<file path="src/common/commit_pkg.sv">
package commit_pkg;

  // datapath and register file sizes
  localparam int WORD_SIZE    = 16;
  localparam int NUM_PHYS_REG = 32;
  localparam int NUM_ARCH_REG = 8;
  localparam int PHYS_REG_W   = $clog2(NUM_PHYS_REG);
  localparam int ARCH_REG_W   = $clog2(NUM_ARCH_REG);

  // tag width caps the buffer at 16 entries
  localparam int ROB_TAG_W    = 4;

  // NZCV, with N in the top bit
  localparam int NUM_FLAGS    = 4;
  localparam int flag_v       = 0;
  localparam int flag_c       = 1;
  localparam int flag_z       = 2;
  localparam int flag_n       = 3;

  typedef logic [WORD_SIZE-1:0]  word_t;
  typedef logic [PHYS_REG_W-1:0] phys_reg_t;
  typedef logic [ARCH_REG_W-1:0] arch_reg_t;
  typedef logic [ROB_TAG_W-1:0]  rob_tag_t;
  typedef logic [NUM_FLAGS-1:0]  flags_t;

  // condition codes, 15 is never
  typedef enum logic [3:0] {
    EQ, NE, CS, CC, MI, PL, VS, VC,
    HI, LS, GE, LT, GT, LE, AL, NV
  } cond_t;

  // handed over by rename
  typedef struct packed {
    logic      w_v;
    logic      is_store;
    logic      is_spec;
    logic      is_cond_branch;
    cond_t     bcc_op;
    arch_reg_t arch_dest;
    phys_reg_t alloc_reg;
    phys_reg_t freed_reg;
    flags_t    flag_mask;
    word_t     pc;
    word_t     predicted_pc;
  } rob_alloc_t;

  // one common data bus lane
  typedef struct packed {
    logic     valid;
    rob_tag_t rob_dest;
    flags_t   flags;
    word_t    result;
  } cdb_t;

  typedef struct packed {
    logic       valid;
    logic       wb;
    flags_t     flags;
    word_t      resolved_pc;
    rob_alloc_t instr;
  } rob_entry_t;

  // retirement record for the committed map
  typedef struct packed {
    logic      w_v;
    arch_reg_t arch_dest;
    phys_reg_t alloc_reg;
    phys_reg_t freed_reg;
  } commit_map_t;

endpackage

</file>
<file path="src/rob/rob.sv">
`timescale 1ns/1ps

module rob #(
  parameter int ROB_ENTRY = 8,
  parameter int NUM_FU    = 2
) (
  input  logic                    clk_i,
  input  logic                    reset_i,
  input  logic                    alloc_valid_i,
  input  commit_pkg::rob_alloc_t  alloc_entry_i,
  output logic                    alloc_ready_o,
  output commit_pkg::rob_tag_t    alloc_tag_o,
  input  commit_pkg::cdb_t        cdb_i [NUM_FU],
  input  logic                    mispredict_i,
  output commit_pkg::rob_entry_t  head_o,
  output logic                    head_ready_o,
  output logic                    commit_valid_o,
  output commit_pkg::commit_map_t commit_o,
  output logic                    flag_valid_o,
  output commit_pkg::flags_t      flag_mask_o,
  output commit_pkg::flags_t      flag_o,
  output logic                    sb_pop_o,
  output logic                    phys_valid_o,
  output commit_pkg::phys_reg_t   phys_clear_o,
  output commit_pkg::phys_reg_t   phys_set_o
);
  import commit_pkg::*;

  localparam int PTR_W = $clog2(ROB_ENTRY);
  localparam int CNT_W = $clog2(ROB_ENTRY + 1);

  // entry payload
  rob_alloc_t alloc_q    [ROB_ENTRY];
  flags_t     flags_q    [ROB_ENTRY];
  word_t      resolved_q [ROB_ENTRY];

  logic [ROB_ENTRY-1:0] valid_q;
  logic [ROB_ENTRY-1:0] wb_q;
  logic [PTR_W-1:0]     alloc_ptr_q;
  logic [PTR_W-1:0]     head_ptr_q;
  logic [CNT_W-1:0]     free_cnt_q;

  logic [PTR_W-1:0]     alloc_ptr_nxt;
  logic [PTR_W-1:0]     head_ptr_nxt;
  logic                 accept;
  logic                 retire;
  rob_alloc_t           head_instr;

  // per-entry bus hits
  logic [ROB_ENTRY-1:0] hit;
  flags_t               hit_flags  [ROB_ENTRY];
  word_t                hit_result [ROB_ENTRY];

  assign alloc_ptr_nxt = (alloc_ptr_q == PTR_W'(ROB_ENTRY - 1)) ? '0 : alloc_ptr_q + 1'b1;
  assign head_ptr_nxt  = (head_ptr_q == PTR_W'(ROB_ENTRY - 1)) ? '0 : head_ptr_q + 1'b1;

  assign alloc_ready_o = (free_cnt_q != '0) & ~mispredict_i;
  assign alloc_tag_o   = rob_tag_t'(alloc_ptr_q);
  assign accept        = alloc_valid_i & alloc_ready_o;

  // associative match of every lane against every live entry
  always_comb begin
    for (int i = 0; i < ROB_ENTRY; i++) begin
      hit[i]        = 1'b0;
      hit_flags[i]  = '0;
      hit_result[i] = '0;
      for (int j = 0; j < NUM_FU; j++) begin
        if (cdb_i[j].valid && cdb_i[j].rob_dest == rob_tag_t'(i) && valid_q[i] && !wb_q[i]) begin
          hit[i]        = 1'b1;
          hit_flags[i]  = cdb_i[j].flags;
          hit_result[i] = cdb_i[j].result;
        end
      end
    end
  end

  // head entry seen by branch resolution
  assign head_instr         = alloc_q[head_ptr_q];
  assign head_o.valid       = valid_q[head_ptr_q];
  assign head_o.wb          = wb_q[head_ptr_q];
  assign head_o.flags       = flags_q[head_ptr_q];
  assign head_o.resolved_pc = resolved_q[head_ptr_q];
  assign head_o.instr       = head_instr;

  assign head_ready_o = valid_q[head_ptr_q] & wb_q[head_ptr_q];
  assign retire       = head_ready_o & ~mispredict_i;

  // commit strobes for the retiring head
  assign commit_valid_o     = retire;
  assign commit_o.w_v       = head_instr.w_v;
  assign commit_o.arch_dest = head_instr.arch_dest;
  assign commit_o.alloc_reg = head_instr.alloc_reg;
  assign commit_o.freed_reg = head_instr.freed_reg;

  assign flag_valid_o = retire & (|head_instr.flag_mask);
  assign flag_mask_o  = head_instr.flag_mask;
  assign flag_o       = flags_q[head_ptr_q];

  assign sb_pop_o     = retire & head_instr.is_store;
  assign phys_valid_o = retire & head_instr.w_v & ~head_instr.is_store;
  assign phys_clear_o = head_instr.freed_reg;
  assign phys_set_o   = head_instr.alloc_reg;

  always_ff @(posedge clk_i) begin
    if (reset_i || mispredict_i) begin
      // a mispredict empties the whole buffer
      valid_q     <= '0;
      wb_q        <= '0;
      alloc_ptr_q <= '0;
      head_ptr_q  <= '0;
      free_cnt_q  <= CNT_W'(ROB_ENTRY);
    end else begin
      for (int i = 0; i < ROB_ENTRY; i++) begin
        if (hit[i]) begin
          wb_q[i] <= 1'b1;
        end
      end
      if (accept) begin
        valid_q[alloc_ptr_q] <= 1'b1;
        wb_q[alloc_ptr_q]    <= 1'b0;
        alloc_ptr_q          <= alloc_ptr_nxt;
      end
      if (retire) begin
        valid_q[head_ptr_q] <= 1'b0;
        wb_q[head_ptr_q]    <= 1'b0;
        head_ptr_q          <= head_ptr_nxt;
      end
      free_cnt_q <= free_cnt_q - CNT_W'(accept) + CNT_W'(retire);
    end
  end

  always_ff @(posedge clk_i) begin
    if (accept) begin
      alloc_q[alloc_ptr_q] <= alloc_entry_i;
    end
    for (int i = 0; i < ROB_ENTRY; i++) begin
      if (hit[i]) begin
        flags_q[i] <= hit_flags[i];
        // branches carry their resolved target on the bus
        if (alloc_q[i].is_spec) begin
          resolved_q[i] <= hit_result[i];
        end
      end
    end
  end

endmodule

</file>
<file path="src/rob/branch_resolve.sv">
`timescale 1ns/1ps

module branch_resolve (
  input  commit_pkg::rob_entry_t head_i,
  input  logic                   head_ready_i,
  input  commit_pkg::flags_t     flags_i,
  output logic                   mispredict_o,
  output commit_pkg::word_t      redirect_pc_o
);
  import commit_pkg::*;

  logic  n, z, c, v;
  logic  taken;
  word_t cond_pc;

  assign n = flags_i[flag_n];
  assign z = flags_i[flag_z];
  assign c = flags_i[flag_c];
  assign v = flags_i[flag_v];

  always_comb begin
    case (head_i.instr.bcc_op)
      EQ:      taken = z;
      NE:      taken = ~z;
      CS:      taken = c;
      CC:      taken = ~c;
      MI:      taken = n;
      PL:      taken = ~n;
      VS:      taken = v;
      VC:      taken = ~v;
      HI:      taken = c & ~z;
      LS:      taken = ~c | z;
      GE:      taken = (n == v);
      LT:      taken = (n != v);
      GT:      taken = ~z & (n == v);
      LE:      taken = z | (n != v);
      AL:      taken = 1'b1;
      default: taken = 1'b0;
    endcase
  end

  // fall through to the next sequential pc when not taken
  assign cond_pc       = taken ? head_i.resolved_pc : head_i.instr.pc + 1'b1;
  assign redirect_pc_o = head_i.instr.is_cond_branch ? cond_pc : head_i.resolved_pc;

  assign mispredict_o = head_ready_i & head_i.instr.is_spec &
                        (head_i.instr.predicted_pc != redirect_pc_o);

endmodule

</file>
<file path="src/logic/flag_register.sv">
`timescale 1ns/1ps

module flag_register (
  input  logic               clk_i,
  input  logic               reset_i,
  input  logic               flag_valid_i,
  input  commit_pkg::flags_t flag_mask_i,
  input  commit_pkg::flags_t flag_i,
  output commit_pkg::flags_t flags_o
);

  // committed NZCV, only masked bits change
  always_ff @(posedge clk_i) begin
    if (reset_i) begin
      flags_o <= '0;
    end else if (flag_valid_i) begin
      flags_o <= (flags_o & ~flag_mask_i) | (flag_i & flag_mask_i);
    end
  end

endmodule

</file>
<file path="src/logic/commit_map.sv">
`timescale 1ns/1ps

module commit_map (
  input  logic                    clk_i,
  input  logic                    reset_i,
  input  logic                    commit_valid_i,
  input  commit_pkg::commit_map_t commit_i,
  input  commit_pkg::arch_reg_t   rd_arch_i,
  output commit_pkg::phys_reg_t   rd_phys_o
);
  import commit_pkg::*;

  // architectural to physical, non-speculative
  phys_reg_t map_q [NUM_ARCH_REG];

  always_ff @(posedge clk_i) begin
    if (reset_i) begin
      // identity mapping out of reset
      for (int r = 0; r < NUM_ARCH_REG; r++) begin
        map_q[r] <= phys_reg_t'(r);
      end
    end else if (commit_valid_i && commit_i.w_v) begin
      map_q[commit_i.arch_dest] <= commit_i.alloc_reg;
    end
  end

  assign rd_phys_o = map_q[rd_arch_i];

endmodule

</file>
<file path="src/logic/commit_core.sv">
`timescale 1ns/1ps

module commit_core #(
  parameter int ROB_ENTRY = 8,
  parameter int NUM_FU    = 2
) (
  input  logic                   clk_i,
  input  logic                   reset_i,
  input  logic                   alloc_valid_i,
  input  commit_pkg::rob_alloc_t alloc_entry_i,
  output logic                   alloc_ready_o,
  output commit_pkg::rob_tag_t   alloc_tag_o,
  input  commit_pkg::cdb_t       cdb_i [NUM_FU],
  output logic                   sb_pop_o,
  output logic                   phys_valid_o,
  output commit_pkg::phys_reg_t  phys_clear_o,
  output commit_pkg::phys_reg_t  phys_set_o,
  output logic                   mispredict_o,
  output commit_pkg::word_t      redirect_pc_o,
  output commit_pkg::flags_t     flags_o,
  input  commit_pkg::arch_reg_t  map_rd_arch_i,
  output commit_pkg::phys_reg_t  map_rd_phys_o
);
  import commit_pkg::*;

  rob_entry_t  head;
  logic        head_ready;
  logic        commit_valid;
  commit_map_t commit;
  logic        flag_valid;
  flags_t      flag_mask;
  flags_t      flag_new;

  rob #(
    .ROB_ENTRY (ROB_ENTRY),
    .NUM_FU    (NUM_FU)
  ) u_rob (
    .clk_i          (clk_i),
    .reset_i        (reset_i),
    .alloc_valid_i  (alloc_valid_i),
    .alloc_entry_i  (alloc_entry_i),
    .alloc_ready_o  (alloc_ready_o),
    .alloc_tag_o    (alloc_tag_o),
    .cdb_i          (cdb_i),
    .mispredict_i   (mispredict_o),
    .head_o         (head),
    .head_ready_o   (head_ready),
    .commit_valid_o (commit_valid),
    .commit_o       (commit),
    .flag_valid_o   (flag_valid),
    .flag_mask_o    (flag_mask),
    .flag_o         (flag_new),
    .sb_pop_o       (sb_pop_o),
    .phys_valid_o   (phys_valid_o),
    .phys_clear_o   (phys_clear_o),
    .phys_set_o     (phys_set_o)
  );

  // conditional branches resolve against the committed flags
  branch_resolve u_branch_resolve (
    .head_i        (head),
    .head_ready_i  (head_ready),
    .flags_i       (flags_o),
    .mispredict_o  (mispredict_o),
    .redirect_pc_o (redirect_pc_o)
  );

  flag_register u_flag_register (
    .clk_i        (clk_i),
    .reset_i      (reset_i),
    .flag_valid_i (flag_valid),
    .flag_mask_i  (flag_mask),
    .flag_i       (flag_new),
    .flags_o      (flags_o)
  );

  commit_map u_commit_map (
    .clk_i          (clk_i),
    .reset_i        (reset_i),
    .commit_valid_i (commit_valid),
    .commit_i       (commit),
    .rd_arch_i      (map_rd_arch_i),
    .rd_phys_o      (map_rd_phys_o)
  );

endmodule

</file>
<file path="config.mk">
export PLATFORM = sky130hd
export DESIGN_NAME = commit_core
export DESIGN_NICKNAME = d
export VERILOG_FILES = /design/src/common/commit_pkg.sv /design/src/rob/rob.sv /design/src/rob/branch_resolve.sv /design/src/logic/flag_register.sv /design/src/logic/commit_map.sv /design/src/logic/commit_core.sv
export SDC_FILE = /design/constraint.sdc
export NUM_CORES = 1
export LEC_CHECK = 0
export BUFFER_PORTS_ARGS = -buffer_cell sky130_fd_sc_hd__buf_4
export CORE_ASPECT_RATIO = 1.75
export CORE_MARGIN = 8
export CORE_UTILIZATION = 30
export CTS_BUF_LIST = sky130_fd_sc_hd__clkbuf_8
export CTS_CLUSTER_DIAMETER = 150
export CTS_CLUSTER_SIZE = 30
export DETAILED_ROUTE_END_ITERATION = 16
export PLACE_DENSITY_LB_ADDON = 0.3
export SETUP_SLACK_MARGIN = 0.15
export SYNTH_ARGS = -nofsm -noshare
export SYNTH_HDL_FRONTEND = slang
export SYNTH_HIERARCHICAL = 1
export SYNTH_SLANG_ARGS = --single-unit
export TNS_END_PERCENT = 20
</file>
<file path="constraint.sdc">
create_clock -name clk_i -period 13.8 [get_ports clk_i]
set_input_delay 0.69 -clock clk_i [delete_from_list [all_inputs] [get_ports clk_i]]
set_output_delay 0.69 -clock clk_i [all_outputs]
set_load 0.005 [all_outputs]
</file>
==> flow_summary_export.csv <==
group,metric,value,unit
routing,wirelength,85000,um
cts,cts_tree,"yes",
critical_path,cp_cell_sequence,"buf_4 > mux4_2 > mux2_2 > and4b_1 > a31oi_1 > o21ai_0 > a211oi_2 > nand2_2 > a211o_1 > a22oi_1 > a31oi_1 > nand2b_1 > nor3_1 > nand3b_1 > inv_2 > buf_4",
finish,final_common_cell,"edfxtp_1",
critical_path,reg2reg_slack,6.22,ns
cts,cts.path.max_buffers,3,
cts,holdBufCountCts,0,
outcome,status,"finished clean",
die,core_area,101000,um2
global_route,grt_pass1_wl,123000,um
timing,setup_slack,6.22,ns
die,initial_core_util,30.2,%
flow_run,max-cap-violations,0,
cts,htree_levels,1,
power_and_ir_drop,vdd_drop_max,0.0668,mV
critical_path,critPathMaxFanout,65,
die,rows,154,
timing,tightest_slew,1.25,ns
timing,tns,0,ns
critical_path,cp-end-kind,"flip-flop",
cts,clock_latency,0.72,ns
timing,finalWorstPathRequiredPeriod,7.58,ns
finish,drive_gt1_share,24.7,%
finish,n_fill_cell,9651,
routing,via_per_inst,5.15,
routing,antenna_left,0,
placed_design,dp_hpwl,54900,um
cts,cts_root_buf,"clkbuf_8",
critical_path,cp_data_arrival_time,7.94,ns
timing,rsz0062_at_grt,"no",
placed_design,place_inst,3297,
placed_design,port_buffers,154,
timing,fin_crit_sh,54.9,%
timing,slew_headroom,16.7,%
cts,postCtsSetupRepairBufs,0,
synth,syn-cell-area,30500,um2
finish,postLayoutCoreUtil,33.1,%
finish,area_delta_synth_final,9.62,%
power_and_ir_drop,totalPowerFinal,3.57,mW
global_route,global_route.overflow_total,0,
power_and_ir_drop,power_density,107,nW/um2
timing,finalSetupViolations,0,
timing,finClkSkew,0.0423,ns
timing,hold_violations,0,
synth,ys_warn_count,6,
timing,max_freq,132,MHz
global_route,grt_pass1_vias,18200,
global_route,antenna_found_initial,19,
die,die_h,438,um
global_route,grt_usage,14.6,%
finish,final_cells,3343,
finish,final_cell_mix,"edfxtp_1, nand2_1, buf_4",
routing,first_iter_violations,1361,
synth,syn_area_per_cell,15.7,um2
critical_path,cp_slowest_cell,"buf_4",
routing,num_vias,17200,
cts,cts_sinks,689,
placed_design,pre_cts_ws,6.08,ns
critical_path,crit_type,"flip-flop to flip-flop",
die,boundaryPins,156,
power_and_ir_drop,p_leak,10.3,nW
routing,wl_per_cell,25.4,um
die,die_w,257,um
worst_hold_path,hold_path_class,"input port to flip-flop",
critical_path,required,14.16,ns
cts,cts_buffers,26,
routing,firstDrtPassIters,6,
global_route,grt_max_degree,107,
cts,ctsResizeCount,0,
cts,clkTransAtPathRegs,0.17,ns
synth,synth_nets,2064,
critical_path,cp-start-kind,"flip-flop",
routing,drc,0,
finish,layout.nets,2123,
synth,syn-instance-count,1940,
critical_path,slowest_delay,0.85,ns
die,die_area,112000,um2
placed_design,gp_congestion,0.856,
timing,slew_viol_final,0,
## path summary, 6_finish.rpt
path	from	end	cells after the start
worst max-delay path	flip-flop	u_rob/alloc_q[4][19]	16
worst min register to register	u_rob/wb_q[3]	u_rob/wb_q[3]	2
worst max register to register	flip-flop	u_rob/alloc_q[4][19]	16
worst min-delay path	alloc_entry_i[16]	u_rob/alloc_q[2][16]	1
## stage by stage
step                      area, um2  hold WS (ns)
after floorplan               30500         0.460
after global placement        32900         0.509
after detailed placement      32900         0.517
after CTS                     33400         0.128
after global routing          33400         0.153
final                         33400         0.190
## worst max-delay path, delay by kind of cell, from the launching register on
| kind | cells | cell delay [ns] |
|---|---|---|
| flip-flops | 1 | 0.72 |
| AO/OA/AOI/OAI | 6 | 2.04 |
| buffers and inverters | 3 | 2.03 |
| AND/OR/NAND/NOR | 5 | 1.59 |
| multiplexers | 2 | 0.74 |
## final cells by class
class	instances	area, um2	share of cell area [%]
diodes	8	20.0	0.0600
inverters	45	169	0.506
well taps	1326	1660	4.97
clock inverters	11	55.1	0.165
flip-flops and latches	689	20400	61.0
multi-input cells	1045	9290	27.8
repair buffers	192	1450	4.35
clock buffers	27	372	1.11
## routing by layer
metal  share of wire, %  vias up  global-route usage (%)
met3                6.9      148                    2.93
met5               0.13        -                       0
met1                 38     8874                    17.1
li1                   -     7591                       -
met4                3.2       18                    4.79
met2                 52      599                    26.5
## report_power, final
part,internal [mW],switching [mW],leakage [nW]
Combinational,0.161,0.260,3.84
Clock,0.191,0.580,0.260
Sequential,2.35,0.0208,6.17
Total,2.71,0.862,10.3
## sequential cells by signal (all words and copies together), names as in the netlist, named ones only
register            flops
u_rob/wb_q              8
u_rob/resolved_q      128
u_rob/flags_q          32
u_rob/free_cnt_q        4
u_rob/valid_q           8
u_commit_map/map_q     40
u_rob/alloc_ptr_q       3
u_rob/head_ptr_q        3
u_rob/alloc_q         456
(Power assumes the default switching activity.)
